==> config.mk <==
export PLATFORM = sky130hd
export DESIGN_NAME = io_block
export DESIGN_NICKNAME = d
export VERILOG_FILES = /design/src/source/io_pkg.sv /design/src/source/io_block.sv /design/src/source/led_flash.sv /design/src/source/tx_control.sv /design/src/source/cmd_regs.sv /design/src/source/key_debounce.sv
export SDC_FILE = /design/constraint.sdc
export NUM_CORES = 1
export LEC_CHECK = 0
export BUFFER_PORTS_ARGS = -buffer_cell sky130_fd_sc_hd__buf_2
export CELL_PAD_IN_SITES_DETAIL_PLACEMENT = 1
export CELL_PAD_IN_SITES_GLOBAL_PLACEMENT = 2
export CORE_MARGIN = 2
export CORE_UTILIZATION = 40
export DETAILED_ROUTE_END_ITERATION = 10
export HOLD_SLACK_MARGIN = 0.03
export PLACE_DENSITY_LB_ADDON = 0.1
export SLEW_MARGIN = 25
export SYNTH_ARGS = -nofsm -noshare
export SYNTH_HDL_FRONTEND = slang
export SYNTH_SLANG_ARGS = --single-unit
==> constraint.sdc <==
create_clock -name clk -period 6.6 [get_ports clk]
set_input_delay 0.66 -clock clk [delete_from_list [all_inputs] [get_ports clk]]
set_output_delay 0.66 -clock clk [all_outputs]
set_load 0.005 [all_outputs]
==> src/source/io_pkg.sv <==
package io_pkg;

  // ------------------------------------------------------------
  // host command bus
  // ------------------------------------------------------------

  // command addresses seen on the shared host bus
  typedef enum logic [5:0] {
    ADDR_TX_FREQ = 6'h01,  // owned by another block
    ADDR_TX_CFG  = 6'h09   // transmit configuration
  } cmd_addr_e;

  // one host command, rqst is a single-cycle strobe
  typedef struct packed {
    logic [5:0]  addr;
    logic [31:0] data;
    logic        rqst;
  } cmd_t;

  // bit positions inside the ADDR_TX_CFG data word
  localparam int CFG_VNA_BIT    = 23;
  localparam int CFG_PA_EN_BIT  = 19;
  localparam int CFG_TR_DIS_BIT = 18;

  // stored transmit configuration
  typedef struct packed {
    logic vna;
    logic pa_enable;
    logic tr_disable;
  } tx_cfg_t;

  // ------------------------------------------------------------
  // front panel keys and PA control
  // ------------------------------------------------------------

  // debounced keys, all active high
  typedef struct packed {
    logic cwkey;
    logic ptt;
    logic txinhibit;
  } keys_t;

  // PA, T/R and power enables for the later board set
  typedef struct packed {
    logic pa_inttr;
    logic pa_exttr;
    logic pwr_envpa;
    logic pwr_envop;
    logic pwr_envbias;
    logic rffe_rfsw_sel;
  } pa_ctrl_t;

  // debouncer FSM
  typedef enum logic {
    STABLE,
    SETTLING
  } deb_state_e;

  // led stretcher FSM
  typedef enum logic {
    DARK,
    LIT
  } flash_state_e;

endpackage
==> src/source/io_block.sv <==
`timescale 1ns/100ps

module io_block #(
  parameter int DEBOUNCE_CYCLES = 240000,
  parameter int FLASH_CYCLES    = 10000000
) (
  input  logic             clk,
  input  logic             rst_i,
  // host command bus
  input  io_pkg::cmd_t     cmd_i,
  output logic             cmd_ack_o,
  // raw active-low contacts
  input  logic             phone_tip_i,
  input  logic             phone_ring_i,
  input  logic             cn8_i,
  // host ptt
  input  logic             cmd_ptt_i,
  // status strobes
  input  logic             rxclipp_i,
  input  logic             rxclipn_i,
  input  logic             this_mac_i,
  input  logic             run_sync_i,
  // outputs
  output io_pkg::keys_t    keys_o,
  output logic             db1_5_o,
  output io_pkg::pa_ctrl_t pa_o,
  output logic [3:0]       led_o
);

  import io_pkg::*;

  // stored configuration between decoder and PA control
  tx_cfg_t tx_cfg;

  // ------------------------------------------------------------
  // key conditioning
  // ------------------------------------------------------------

  // cw key on phone tip
  key_debounce #(.DEBOUNCE_CYCLES(DEBOUNCE_CYCLES)) u_deb_cwkey (
    .clk     (clk),
    .rst_i   (rst_i),
    .pb_n_i  (phone_tip_i),
    .clean_o (keys_o.cwkey)
  );

  // ptt on phone ring
  key_debounce #(.DEBOUNCE_CYCLES(DEBOUNCE_CYCLES)) u_deb_ptt (
    .clk     (clk),
    .rst_i   (rst_i),
    .pb_n_i  (phone_ring_i),
    .clean_o (keys_o.ptt)
  );

  // tx inhibit on cn8
  key_debounce #(.DEBOUNCE_CYCLES(DEBOUNCE_CYCLES)) u_deb_txinhibit (
    .clk     (clk),
    .rst_i   (rst_i),
    .pb_n_i  (cn8_i),
    .clean_o (keys_o.txinhibit)
  );

  // debug header shows the cw key
  assign db1_5_o = keys_o.cwkey;

  // ------------------------------------------------------------
  // command register and transmit control
  // ------------------------------------------------------------

  cmd_regs u_cmd_regs (
    .clk   (clk),
    .rst_i (rst_i),
    .cmd_i (cmd_i),
    .cfg_o (tx_cfg),
    .ack_o (cmd_ack_o)
  );

  tx_control u_tx_control (
    .clk       (clk),
    .rst_i     (rst_i),
    .keys_i    (keys_o),
    .cfg_i     (tx_cfg),
    .cmd_ptt_i (cmd_ptt_i),
    .pa_o      (pa_o)
  );

  // ------------------------------------------------------------
  // activity leds, d2 to d5
  // ------------------------------------------------------------

  led_flash #(.FLASH_CYCLES(FLASH_CYCLES)) u_led_d2 (
    .clk      (clk),
    .rst_i    (rst_i),
    .strobe_i (this_mac_i),
    .led_o    (led_o[0])
  );

  led_flash #(.FLASH_CYCLES(FLASH_CYCLES)) u_led_d3 (
    .clk      (clk),
    .rst_i    (rst_i),
    .strobe_i (run_sync_i),
    .led_o    (led_o[1])
  );

  // rx clip indicators
  led_flash #(.FLASH_CYCLES(FLASH_CYCLES)) u_led_d4 (
    .clk      (clk),
    .rst_i    (rst_i),
    .strobe_i (rxclipp_i),
    .led_o    (led_o[2])
  );

  led_flash #(.FLASH_CYCLES(FLASH_CYCLES)) u_led_d5 (
    .clk      (clk),
    .rst_i    (rst_i),
    .strobe_i (rxclipn_i),
    .led_o    (led_o[3])
  );

endmodule

==> src/source/led_flash.sv <==
`timescale 1ns/100ps

module led_flash #(
  parameter int FLASH_CYCLES = 10000000
) (
  input  logic clk,
  input  logic rst_i,
  input  logic strobe_i,
  output logic led_o
);

  import io_pkg::*;

  localparam int CNT_W = $clog2(FLASH_CYCLES + 1);

  flash_state_e     state_q;
  // cycles left before going dark
  logic [CNT_W-1:0] cnt_q;

  // ------------------------------------------------------------
  // stretch FSM
  // ------------------------------------------------------------

  always_ff @(posedge clk) begin
    if (rst_i) begin
      state_q <= DARK;
      cnt_q   <= '0;
    end else begin
      case (state_q)
        DARK: begin
          if (strobe_i) begin
            state_q <= LIT;
            cnt_q   <= CNT_W'(FLASH_CYCLES);
          end
        end
        LIT: begin
          if (strobe_i) begin
            // held strobe keeps it lit
            cnt_q <= CNT_W'(FLASH_CYCLES);
          end else if (cnt_q <= CNT_W'(1)) begin
            state_q <= DARK;
            cnt_q   <= '0;
          end else begin
            cnt_q <= cnt_q - CNT_W'(1);
          end
        end
        default: begin
          state_q <= DARK;
          cnt_q   <= '0;
        end
      endcase
    end
  end

  // single-bit state, so this is the flop itself
  assign led_o = (state_q == LIT);

endmodule

==> src/source/tx_control.sv <==
`timescale 1ns/100ps

module tx_control (
  input  logic             clk,
  input  logic             rst_i,
  input  io_pkg::keys_t    keys_i,
  input  io_pkg::tx_cfg_t  cfg_i,
  input  logic             cmd_ptt_i,
  output io_pkg::pa_ctrl_t pa_o
);

  import io_pkg::*;

  // ------------------------------------------------------------
  // effective ptt
  // ------------------------------------------------------------

  logic     ptt;
  pa_ctrl_t pa_d;

  // any keying source, overridden by tx inhibit
  assign ptt = (cmd_ptt_i | keys_i.cwkey | keys_i.ptt) & ~keys_i.txinhibit;

  // ------------------------------------------------------------
  // output decode
  // ------------------------------------------------------------

  always_comb begin
    // external T/R follows ptt directly
    pa_d.pa_exttr      = ptt;
    // internal T/R unless disabled without a PA
    pa_d.pa_inttr      = ptt & (cfg_i.pa_enable | ~cfg_i.tr_disable);
    // PA supply and bias only with PA enabled
    pa_d.pwr_envpa     = ptt & cfg_i.pa_enable;
    pa_d.pwr_envbias   = ptt & cfg_i.pa_enable;
    // output stage also powered in vna mode
    pa_d.pwr_envop     = ptt | (cfg_i.vna & ~keys_i.txinhibit);
    // rf switch routes via PA path
    pa_d.rffe_rfsw_sel = cfg_i.pa_enable;
  end

  // ------------------------------------------------------------
  // output register
  // ------------------------------------------------------------

  // all outputs low out of reset
  always_ff @(posedge clk) begin
    if (rst_i) begin
      pa_o <= '0;
    end else begin
      pa_o <= pa_d;
    end
  end

endmodule

==> src/source/cmd_regs.sv <==
`timescale 1ns/100ps

module cmd_regs (
  input  logic            clk,
  input  logic            rst_i,
  input  io_pkg::cmd_t    cmd_i,
  output io_pkg::tx_cfg_t cfg_o,
  output logic            ack_o
);

  import io_pkg::*;

  // ------------------------------------------------------------
  // address decode
  // ------------------------------------------------------------

  // strobe aimed at this block
  logic hit;

  assign hit = cmd_i.rqst && (cmd_i.addr == ADDR_TX_CFG);

  // ------------------------------------------------------------
  // configuration register
  // ------------------------------------------------------------

  always_ff @(posedge clk) begin
    if (rst_i) begin
      cfg_o <= '0;
    end else if (hit) begin
      // vna mode select
      cfg_o.vna        <= cmd_i.data[CFG_VNA_BIT];
      // external PA in use
      cfg_o.pa_enable  <= cmd_i.data[CFG_PA_EN_BIT];
      // keep internal T/R relay idle
      cfg_o.tr_disable <= cmd_i.data[CFG_TR_DIS_BIT];
    end
  end

  // ------------------------------------------------------------
  // acknowledge
  // ------------------------------------------------------------

  // one pulse, the cycle after the request
  // foreign addresses get no answer here
  always_ff @(posedge clk) begin
    if (rst_i) begin
      ack_o <= 1'b0;
    end else begin
      ack_o <= hit;
    end
  end

endmodule

==> src/source/key_debounce.sv <==
`timescale 1ns/100ps

module key_debounce #(
  parameter int DEBOUNCE_CYCLES = 240000
) (
  input  logic clk,
  input  logic rst_i,
  input  logic pb_n_i,
  output logic clean_o
);

  import io_pkg::*;

  localparam int CNT_W = $clog2(DEBOUNCE_CYCLES + 1);

  // ------------------------------------------------------------
  // input synchronizer
  // ------------------------------------------------------------

  // two flops, released contact reads high
  logic [1:0] sync_q;
  // active-high view of the synchronized contact
  logic       level;

  always_ff @(posedge clk) begin
    if (rst_i) begin
      sync_q <= 2'b11;
    end else begin
      sync_q <= {sync_q[0], pb_n_i};
    end
  end

  assign level = ~sync_q[1];

  // ------------------------------------------------------------
  // settle counter
  // ------------------------------------------------------------

  deb_state_e       state_q;
  logic [CNT_W-1:0] cnt_q;

  always_ff @(posedge clk) begin
    if (rst_i) begin
      state_q <= STABLE;
      cnt_q   <= '0;
      clean_o <= 1'b0;
    end else begin
      case (state_q)
        STABLE: begin
          // first cycle of a new level counts as one
          if (level != clean_o) begin
            state_q <= SETTLING;
            cnt_q   <= CNT_W'(1);
          end
        end
        SETTLING: begin
          if (level == clean_o) begin
            // bounced back, start over
            state_q <= STABLE;
            cnt_q   <= '0;
          end else if (cnt_q >= CNT_W'(DEBOUNCE_CYCLES - 1)) begin
            clean_o <= level;
            state_q <= STABLE;
            cnt_q   <= '0;
          end else begin
            cnt_q <= cnt_q + CNT_W'(1);
          end
        end
        default: begin
          state_q <= STABLE;
          cnt_q   <= '0;
        end
      endcase
    end
  end

endmodule

## Word level (Yosys, flattened, before mapping)

Cells that the tools add are included.

| word-level totals | value |
|---|---|
| flip-flop bits (word level) | 175 |
| input port bits | 49 |
| output and inout bits | 15 |
| word-level logic and storage cells | 140 |

| cells by class | value |
|---|---|
| add/subtract/negate cells | 7 |
| $lt $le $gt $ge | 7 |
| equal/unequal tests | 14 |
| muxes and demuxes | 56 |
| bitwise gates (word level) | 23 |
| reduce and logical (&&, ||, !) cells | 4 |

Operators by type and width:

| operator | count |
|---|---|
| 2-to-1 mux 24 bit | 12 |
| one-hot mux 24 bit (2 select lines) | 4 |
| 2-to-1 mux 18 bit | 9 |
| one-hot mux 18 bit (2 select lines) | 3 |
| <= comparator 24 x 1 -> 1 bit (second input constant) | 4 |
| subtractor 24 x 1 -> 24 bit (second input constant) | 4 |
| adder 18 x 1 -> 18 bit (second input constant) | 3 |
| >= comparator 18 bit (second input constant) | 3 |
| 2-to-1 mux 1 bit | 21 |
| inverter 1 bit | 15 |
| one-hot mux 1 bit (2 select lines) | 7 |
| AND reduction 3 bit | 3 |
| != test 2 bit (second input constant) | 4 |
| == test 6 x 4 -> 1 bit (second input constant) | 1 |
| != test 2 x 1 -> 1 bit (second input constant) | 3 |
| AND 1 bit | 4 |
| bitwise OR 1 bit | 4 |
| == test 1 bit | 3 |
| != test 1 bit | 3 |
| logical AND 1 bit | 1 |

## Longest topological paths before layout

Gate-level depths: netlist of run 1.

| logic depth | value |
|---|---|
| depth in word-level cells | 4 |
| depth in mapped cells | 9 |
| mapped depth without buffers | 7 |

## Modules after synthesis

From an unflattened synthesis of run 1, not the netlist that was laid out.

| unflattened totals | value |
|---|---|
| cell total of the unflattened synthesis | 1140 |
| area total of the unflattened synthesis | 9410.3 µm² |

Modules (own cells, without submodules):

| module | times used | cells each | area each (µm²) | seq. area each (µm²) |
|---|---|---|---|---|
| led_flash | 4 | 173 | 1360.1 | 500.5 |
| key_debounce (u_deb_cwkey ...) | 2 | 136 | 1189.9 | 440.4 |
| key_debounce (u_deb_txinhibit) | 1 | 145 | 1214.9 | 440.4 |
| cmd_regs | 1 | 16 | 205.2 | 80.1 |
| tx_control | 1 | 14 | 162.7 | 100.1 |
| io_block | 1 | 1 | 7.5 | 0.0 |

## Worst setup path before layout of run 1

No wires, ideal clock.

| path | value |
|---|---|
| path type | register -> register |
| start | reg u_led_d3.cnt_q[0] |
| end | reg u_led_d3.cnt_q[21] |
| setup time | 74 ps |
| arrival | 2136 ps |
| data required time | 6526 ps |
| slack | 4390 ps |
| cell stages (with the launch flop) | 10 |
| buffers on the path | 2 |
| period minus slack after synthesis | 2210 ps |
| path through | dfxtp_1 -> inv_1 -> ha_1 -> or2_1 -> and4_1 -> buf_2 -> a211oi_1 -> clkbuf_1 -> o31ai_1 -> a31oi_1 |

| on the way | value |
|---|---|
| longest elaborated chain between the ends | 4 |
| elaborated cells on any way between the ends | 5 |
| classes of those cells | 1 x add/sub; 1 x order compare; 3 x mux |

RTL lines:

| element | line | text |
|---|---|---|
| from (decl) | led_flash.sv:18 | `logic [CNT_W-1:0] cnt_q;` |
| from (signal assigned) | led_flash.sv:33 | `cnt_q <= CNT_W'(FLASH_CYCLES);` |
| from (signal assigned) | led_flash.sv:39 | `cnt_q <= CNT_W'(FLASH_CYCLES);` |
| from (signal assigned) | led_flash.sv:44 | `cnt_q <= cnt_q - CNT_W'(1);` |
| subtractor 24 x 1 -> 24 bit or <= comparator 24 x 1 -> 1 bit (tied branches) | led_flash.sv:44, led_flash.sv:40 |  |
| 2-to-1 mux 24 bit (*) | led_flash.sv:40 | `end else if (cnt_q <= CNT_W'(1)) begin` |
| 2-to-1 mux 24 bit (*) | led_flash.sv:37 | `if (strobe_i) begin` |
| one-hot mux 24 bit (2 select lines) (*) | led_flash.sv:29 | `case (state_q)` |

Every way passes the cells marked *; elsewhere a longest branch is shown, timed or not.
A chain may end at the register's enable or synchronous reset.

==> results.py, run 1 <==
metrics = {
    "power": {
        "p_sw_share_pct": 31.9,
        "p_sw_uw": 929,
        "p_seq_share_pct": 42.6,
        "ir_worst_vdd_mv": 0.168,
        "powerDensity_nw_per_um2": 289,
        "p_int_uw": 1980,
        "pwr-share-clk_pct": 38.9,
        "comb_power_share_pct": 18.5,
        "p_leak_uw": 0.00360,
    },
    "min_path": {
        "min_from": "phone_ring_i",
        "min_path_cells": 2,
        "hold_path_class": "input pin to register",
    },
    "synth": {
        "synth_top_family_by_area": "simple AND/OR/NAND/NOR gates",
        "synth_edf_count": 0,
        "synthesis.nets": 1164,
        "synth_seq_cells": 175,
        "avgSynthCellArea_um2": 8.23,
        "synthXorXnorAreaFrac_pct": 2.03,
        "seq_area_frac_synth_pct": 38.6,
        "synth_mux_area_share_pct": 1.46,
        "yosys.area_share.simple_pct": 28.2,
        "synthFlopType": "dfxtp_1",
        "synthArstFlopShare_pct": 0,
        "synth_area_um2": 9080,
        "synth_cells": 1104,
        "synth_warnings": 0,
        "yosys.area_share.adder_pct": 1.52,
        "synth.distinct_cells": 85,
        "synth_compound_area_share_pct": 24.0,
    },
    "global_routing": {
        "grt_pass1_wl_um": 41900,
        "grtUsageTotal_pct": 21.1,
        "grt_pass1_vias": 8216,
        "grt_max_degree": 39,
        "grt_overflow_total": 0,
        "antenna_found_initial": 0,
    },
    "setup_path": {
        "critPathMaxStageDelay_ps": 610,
        "path_depth": 8,
        "startpoint_type": "input pin",
        "r2r_start": "u_led_d4.cnt_q[4]",
        "worstPathBufferInverterCount": 4,
        "crit_path_frequent_cell": "buf_4",
        "required_ps": 6920,
        "crit_family": "buffers and inverters",
        "crit_chain": "buf_2 > clkinv_1 > buf_4 > nand2_1 > a211oi_2 > buf_4 > o311a_1 > a221o_1",
        "critical_path_class": "input pin to register",
        "crit_fanout": 31,
        "cp-end-kind": "register",
        "cp-startpoint": "rst_i",
        "critPathSlowestCell": "clkinv_1",
        "reg2reg_depth": 6,
        "arrival_ps": 3250,
    },
    "clock_tree": {
        "cts_buffer_depth": 2,
        "hold_buffers": 0,
        "clock-sinks": 175,
        "htree_levels": 4,
        "cts_setup_buffers": 0,
        "cts_root_buf": "clkbuf_16",
        "clk_latency_ps": 440,
        "cts_resized": 0,
        "clkTransAtPathRegs_ps": 70,
        "cts_tree": "yes",
        "cts_buffers": 17,
    },
    "die": {
        "die_height_um": 155,
        "start_util_pct": 40.5,
        "num_rows": 55,
        "die_area_um2": 23900,
        "fp.coreArea_um2": 22400,
        "die_w_um": 155,
        "io-pin-count": 64,
    },
    "timing": {
        "setup_viol": 0,
        "worst_slew_pin_slew_ps": 770,
        "skew_ps": 15.3,
        "max_freq_mhz": 340,
        "final.setup.tns_ps": 0,
        "relSlewSlack_pct": 48.2,
        "period_minus_slack_ps": 2940,
        "hold_violations": 0,
        "hold_slack_ps": 409,
        "final.setup.worst_slack_ps": 3660,
        "rsz0062_at_grt": "no",
        "finalCritPeriodShare_pct": 44.5,
        "maxSlewViolCount": 0,
    },
    "final_layout": {
        "fin_nets": 1171,
        "areaGrowthSynthToFinish_pct": 10.7,
        "diodes": 0,
        "final_layout_size_suffix_gt1_share_pct": 10.2,
    },
    "drt": {
        "post_drt_via_cell_ratio": 6.05,
        "drtIter0Drc": 371,
        "vias": 8520,
        "routed_wl_um": 24900,
        "drc": 0,
        "drtAntennaViolNets": 0,
        "firstDrtPassIters": 4,
        "detail_route.wl_per_cell_um": 17.6,
    },
    "placed_design": {
        "port_buffers": 34,
        "gp_congestion": 0.815,
        "place_hpwl_um": 17100,
        "pre_cts_slack_ps": 3210,
    },
    "run": {
        "drv_cap": 0,
    },
    "status": {
        "status": "finished, final reports clean",
    },
}
## power groups by stage
| stage | clock network [uW] | logic (uW) | registers (uW) |
|---|---|---|---|
| after floorplan | 0 | 425 | 1230 |
| after global placement | 0 | 529 | 1260 |
| after detailed placement | 0 | 536 | 1260 |
| after CTS | 1170 | 539 | 1240 |
| after global routing | 1200 | 604 | 1260 |
| final | 1130 | 540 | 1240 |
## stage by stage
stage	std cells	util (%)	area (um^2)	total power (uW)
3_5_place_dp	1377	41.9	9400	1800
2_1_floorplan	1104	-	9080	1650
4_1_cts	1409	44.8	10100	2940
6_report	1409	44.8	10100	2910
5_1_grt	1409	44.8	10100	3060
3_3_place_gp	1377	41.9	9400	1790
## logic make-up (layout without fill, tap and decap cells)
kind of cell             count (synthesis)  after routing
multiplexers                            13             13
AND/OR/NAND/NOR                        468            468
AO/OA/AOI/OAI                          331            331
adder cells (fa/ha/maj)                 11             11
buffers and inverters                   85            105
flip-flops                             175            175
XOR/XNOR                                21             21
## state kept, by name (all words and copies together), names as in the netlist, 2 cells and up
register,flops
u_deb_ptt.sync_q,2
u_deb_ptt.cnt_q,18
u_led_d5.cnt_q,24
u_deb_cwkey.cnt_q,18
u_deb_txinhibit.sync_q,2
u_tx_control.pa_o,5
u_led_d3.cnt_q,24
u_deb_cwkey.sync_q,2
u_led_d4.cnt_q,24
u_led_d2.cnt_q,24
u_deb_txinhibit.cnt_q,18
u_cmd_regs.cfg_o,3
## layout make-up
class,count,area [um^2]
well taps,285,357
fillers,2705,12400
repair buffers,41,223
flip-flops and latches,175,3500
clock buffers,17,425
multi-input cells,844,5200
clock inverters,15,224
inverters,32,120
## synthesized netlist by cell type (10+ instances only)
cell / count / area [um^2]
a21oi_1: 82 / 410
nor4_1: 31 / 194
nor3_1: 53 / 265
and4_1: 10 / 87.6
or2_2: 15 / 93.8
ha_1: 11 / 138
o21ai_0: 54 / 270
mux2i_1: 11 / 110
nand3_1: 53 / 265
nor2_1: 79 / 297
xor2_1: 10 / 87.6
a31oi_1: 56 / 350
a22o_1: 16 / 140
nand2_1: 91 / 342
nand4_1: 26 / 163
a21o_1: 11 / 82.6
or3_1: 18 / 113
or4_1: 22 / 165
and3_1: 19 / 119
inv_1: 29 / 109
dfxtp_1: 175 / 3500
clkbuf_1: 36 / 135
nand2b_1: 11 / 68.8
xnor2_1: 11 / 96.3
## per-layer routing
layer  track usage (%)  vias up  routed length (um)
met4              4.81        0                 172
met1              28.9     4194               12600
li1                  -     4247                   -
met2              35.4       68               11600
met5                 0        -                   0
met3              2.94       11                 472
## placed cells by master (no fill, tap or decap), drive strengths merged, types with 16 or more instances in the layout
cell type / n
a22o: 16
nand3: 53
nand2: 91
o21ai: 61
a31oi: 56
nor3: 56
a21oi: 83
and3: 19
inv: 38
or2: 17
clkbuf: 17
nor2: 79
dfxtp: 175
nor4: 37
nand4: 26
buf: 41
or3: 19
or4: 22
## worst paths after layout
kind,endpoint,slack (ps)
setup / recovery,u_led_d4.cnt_q[22],3660
hold / removal,u_deb_ptt.sync_q[0],410
setup reg to reg,u_led_d4.cnt_q[22],4020
hold reg to reg,u_deb_txinhibit.sync_q[1],420
Note: power is estimated with default switching activity, not from simulation.
==> inputs of run 2 (changes only) <==
- CORE_UTILIZATION: 40 -> 33
- clock period: 6.6 -> 2.4 ns (I/O delays scaled with it)
==> run 2 against run 1 <==
- count of clock-buffer cells in the layout stayed put
- utilization is 5.4 points lower
- design area increased by 5.8%
- final cell count rose by 9.3%
- worst hold slack got worse by 300 ps
- clock skew is 3.8 ps lower
- register-to-register slack lost 3900 ps
- first-iteration DRC count up 18%
- highest routed layer unchanged
- sequential share of layout area down 1.9 points
- global-route usage shrank 1.6 points
- combinational power grew to 3.3 times the previous value
- clock power rose to 2.5 times the previous value
==> results.py, run 2 (synthesis gave the netlist of run 1 again) <==
metrics = {
    "global_routing": {
        "antenna_found_initial": 1,
        "grt_pass1_wl_um": 45700,
        "grtUsageTotal_pct": 19.5,
        "grt_pass1_vias": 8683,
        "grt_max_degree": 29,
        "grt_overflow_total": 0,
    },
    "die": {
        "num_rows": 60,
        "io-pin-count": 64,
        "die_area_um2": 28900,
        "start_util_pct": 33.7,
        "die_w_um": 170,
        "die_height_um": 170,
        "fp.coreArea_um2": 27000,
    },
    "drt": {
        "firstDrtPassIters": 4,
        "post_drt_via_cell_ratio": 5.67,
        "detail_route.wl_per_cell_um": 17.6,
        "drtAntennaViolNets": 0,
        "routed_wl_um": 27100,
        "vias": 8738,
        "drtIter0Drc": 439,
        "drc": 0,
    },
    "final_layout": {
        "areaGrowthSynthToFinish_pct": 17.1,
        "fin_nets": 1245,
        "instances_no_fill": 1540,
        "layout_commonest_cell": "dfxtp_1",
        "fin_util_pct": 39.5,
        "fillers": 3241,
        "final_layout_size_suffix_gt1_share_pct": 15.3,
        "mostFrequentLayoutCells": "dfxtp_1 (174), nand2_1 (91), a21oi_1 (82), nor2_1 (79), buf_4 (74)",
    },
    "placed_design": {
        "dp_cells": 1501,
        "pre_cts_slack_ps": 141,
        "place_hpwl_um": 19300,
        "port_buffers": 34,
        "gp_congestion": 0.813,
    },
    "setup_path": {
        "required_ps": 2730,
        "arrival_ps": 2580,
        "reg2reg_depth": 6,
        "critical_path_class": "register to register",
        "cp-end-kind": "register",
        "startpoint_type": "register",
        "crit_fanout": 9,
    },
    "timing": {
        "finalCritPeriodShare_pct": 93.8,
        "worst_slew_pin_slew_ps": 925,
        "max_freq_mhz": 444,
        "hold_violations": 0,
        "period_minus_slack_ps": 2250,
        "rsz0062_at_grt": "yes",
        "relSlewSlack_pct": 37.8,
        "maxSlewViolCount": 0,
        "setup_viol": 0,
        "hold_slack_ps": 110,
        "skew_ps": 11.5,
        "final.setup.worst_slack_ps": 150,
    },
    "power": {
        "pwr-share-clk_pct": 35.5,
        "p_leak_uw": 0.00394,
        "p_sw_uw": 2590,
        "total_power_uw": 8010,
        "ir_worst_vdd_mv": 0.475,
        "powerDensity_nw_per_um2": 753,
        "p_int_uw": 5420,
        "p_sw_share_pct": 32.3,
        "comb_power_share_pct": 22.4,
        "p_seq_share_pct": 42.1,
    },
    "min_path": {
        "min_path_cells": 3,
        "hold_path_class": "input pin to register",
    },
    "run": {
        "drv_cap": 0,
    },
    "clock_tree": {
        "clock-sinks": 175,
        "cts_tree": "yes",
        "clk_latency_ps": 440,
        "cts_buffers": 17,
        "cts_root_buf": "clkbuf_16",
        "clkTransAtPathRegs_ps": 70,
        "cts_buffer_depth": 2,
        "htree_levels": 4,
    },
    "status": {
        "status": "finished, final reports clean",
    },
}
-- run 2: cell types whose count changed in the layout (fill, tap and decap cells not counted), sizes merged --
cell,previous run,this run
buf,41,109
dlygate4sd3,0,6
clkinv,5,8
inv,38,35
bufinv,4,2
clkinvlp,0,2
diode,0,1
-- run 2: final cells by class --
cell class | instances | area, um^2 | share of cell area [%]
multi-input cells | 844 | 5200 | 48.8
flip-flops and latches | 175 | 3500 | 32.9
repair buffers | 115 | 806 | 7.57
well taps | 341 | 427 | 4.01
clock buffers | 17 | 425 | 4.00
clock inverters | 15 | 156 | 1.47
inverters | 32 | 120 | 1.13
diodes | 1 | 2.50 | 0.0235
-- run 2: worst paths after layout --
kind | startpoint | endpoint | slack, ps
setup / recovery | u_led_d4.cnt_q[16] | u_led_d4.cnt_q[8] | 150
hold / removal | cmd_ptt_i | u_tx_control.pa_o[2] | 110
setup reg to reg | u_led_d4.cnt_q[16] | u_led_d4.cnt_q[8] | 150
hold reg to reg | u_deb_cwkey.sync_q[0] | u_deb_cwkey.sync_q[1] | 420
-- run 2: metal layers --
metal | up-vias | global-route usage [%] | share of wire, %
met3 | 15 | 3.65 | 2.1
met4 | 0 | 4.16 | 0.82
li1 | 4385 | - | -
met5 | - | 0 | 0
met2 | 60 | 31.6 | 46
met1 | 4278 | 27.1 | 51
-- run 2: power by group through the flow --
stage | Sequential [uW] | Clock, uW | Combinational (uW)
2_1_floorplan | 3380 | 0 | 1170
3_3_place_gp | 3430 | 0 | 1770
3_5_place_dp | 3430 | 0 | 1780
4_1_cts | 3370 | 2960 | 1800
5_1_grt | 3410 | 3080 | 2010
6_report | 3370 | 2840 | 1790
-- run 2: worst max-delay path: stages (launching register included) --
cell and delay, ps:
dfxtp_1 370, or4_1 620, nor4_4 470, a211oi_2 210
buf_4 220, a22oi_1 150, o21ai_1 80
-- run 2: repair_timing --
| item | in CTS | in global routing |
|---|---|---|
| setup endpoints to repair | 0 | 9 |
| buffers inserted | 0 | 0 |
| hold endpoints to repair | 6 | 0 |
| hold buffers | 6 | 0 |
| gates resized for setup | 0 | 4 |
-- run 2: stage by stage --
step,instance area [um^2],TNS [ps]
2_1_floorplan,9080,0
3_3_place_gp,9990,0
3_5_place_dp,9990,0
4_1_cts,10600,0
5_1_grt,10600,-3.99
6_report,10600,0
==> inputs of run 3 (changes only) <==
- CORE_UTILIZATION: 33 -> 25
==> run 3 against run 2 <==
- clock power up 5%
- worst setup slack worse by 15 ps
- largest power group unchanged
- combinational power up 2%
- non-clock buffer count up 5
- sequential cell count unchanged
- maximum frequency down 0.65%
==> results.py, run 3 (synthesis gave the netlist of run 1 again) <==
metrics = {
    "status": {
        "status": "finished, final reports clean",
    },
    "setup_path": {
        "required_ps": 2780,
        "cp-end-kind": "register",
        "startpoint_type": "register",
        "crit_fanout": 12,
        "arrival_ps": 2650,
        "critical_path_class": "register to register",
        "regToRegSetupSlack_ps": 140,
    },
    "drt": {
        "routed_wl_um": 28600,
        "drtIter0Drc": 296,
        "drtAntennaViolNets": 0,
        "post_drt_via_cell_ratio": 5.22,
        "detail_route.wl_per_cell_um": 17.2,
        "vias": 8680,
        "firstDrtPassIters": 4,
        "drc": 0,
    },
    "timing": {
        "worst_slew_pin_slew_ps": 670,
        "hold_violations": 0,
        "maxSlewViolCount": 0,
        "rsz0062_at_grt": "no",
        "relSlewSlack_pct": 55.0,
        "setup_viol": 0,
        "finalCritPeriodShare_pct": 94.4,
        "skew_ps": 7.97,
        "max_freq_mhz": 442,
        "period_minus_slack_ps": 2260,
    },
    "power": {
        "total_power_uw": 8170,
        "p_leak_uw": 0.00398,
        "powerDensity_nw_per_um2": 751,
        "ir_worst_vdd_mv": 0.497,
    },
    "run": {
        "drv_cap": 0,
    },
    "clock_tree": {
        "clk_latency_ps": 440,
        "cts_tree": "yes",
        "cts_root_buf": "clkbuf_16",
        "clkTransAtPathRegs_ps": 70,
        "clock-sinks": 175,
        "cts_buffers": 17,
        "htree_levels": 4,
        "cts_buffer_depth": 2,
    },
    "global_routing": {
        "grt_overflow_total": 0,
        "grtUsageTotal_pct": 15.6,
        "antenna_found_initial": 0,
        "grt_pass1_wl_um": 48200,
        "grt_max_degree": 32,
        "grt_pass1_vias": 8885,
    },
    "min_path": {
        "hold_path_class": "input pin to register",
    },
    "placed_design": {
        "gp_congestion": 0.756,
        "port_buffers": 34,
        "place_hpwl_um": 20200,
        "place_area_um2": 10200,
    },
    "die": {
        "die_height_um": 195,
        "io-pin-count": 64,
        "fp.coreArea_um2": 35700,
        "die_w_um": 195,
        "start_util_pct": 25.5,
        "num_rows": 69,
        "die_area_um2": 37900,
    },
    "final_layout": {
        "mostFrequentLayoutCells": "dfxtp_1 (174), nand2_1 (90), a21oi_1 (81), nor2_1 (79), buf_4 (78)",
        "fin_nets": 1250,
        "design_area_um2": 10900,
        "final_layout_size_suffix_gt1_share_pct": 15.9,
        "diodes": 0,
        "fin_util_pct": 30.5,
        "areaGrowthSynthToFinish_pct": 19.9,
        "layout_commonest_cell": "dfxtp_1",
    },
}
==> run 3: final cells by class <==
class,count,area (um^2)
clock inverters,4,70.1
flip-flops and latches,175,3500
fillers,4197,24800
multi-input cells,844,5220
repair buffers,120,847
clock buffers,28,547
inverters,32,120
well taps,461,577
==> run 3: metrics by stage <==
stage	std cells	setup TNS (ps)	setup slack (ps)	hold slack (ps)
after floorplan	1104	0	190	344
after global placement	1626	-92.8	-40.5	395
after detailed placement	1626	-149	-71.5	396
after CTS	1664	0	15.5	60.5
after global routing	1664	0	2.93	130
final	1664	0	135	103
==> run 3: final timing paths <==
kind | cells after the start | to | start
worst max register to register | 8 | u_led_d3.cnt_q[17] | u_led_d3.cnt_q[1]
worst min-delay path | 3 | u_tx_control.pa_o[2] | cmd_ptt_i
worst max-delay path | 8 | u_led_d3.cnt_q[17] | u_led_d3.cnt_q[1]
worst min register to register | 1 | u_deb_ptt.sync_q[1] | u_deb_ptt.sync_q[0]
==> run 3: repair_timing <==
item	CTS	global route
endpoints found under the hold margin	6	0
hold buffers	6	0
setup buffers	0	0
endpoints found under the setup margin	3	8
pin swaps	0	1
cloned	0	0
gates resized for setup	1	9
==> run 3: worst max-delay path, stage by stage (launching register included) <==
cell and delay [ps]:
dfxtp_1 400, inv_1 80, ha_1 190, or2_1 240, and4_1 280, a211oi_2 270
buf_6 200, or4b_1 440, nand3_1 90
==> run 3: power by group <==
group / switching [uW] / total [uW] / internal [uW]
registers: 243 / 3370 / 3120
logic: 1070 / 1830 / 762
clock network: 1220 / 2970 / 1760
==> run 3: metal layers <==
metal  up-vias  part of all wire (%)  wire length (um)  global-route usage [%]
li1       4381                     -                 -                       -
met1      4219                    52             15000                    21.6
met2        64                    45             12800                    25.2
met3        16                   1.8               522                    2.62
met4         0                  0.81               233                    3.73
met5         -                     0                 0                       0
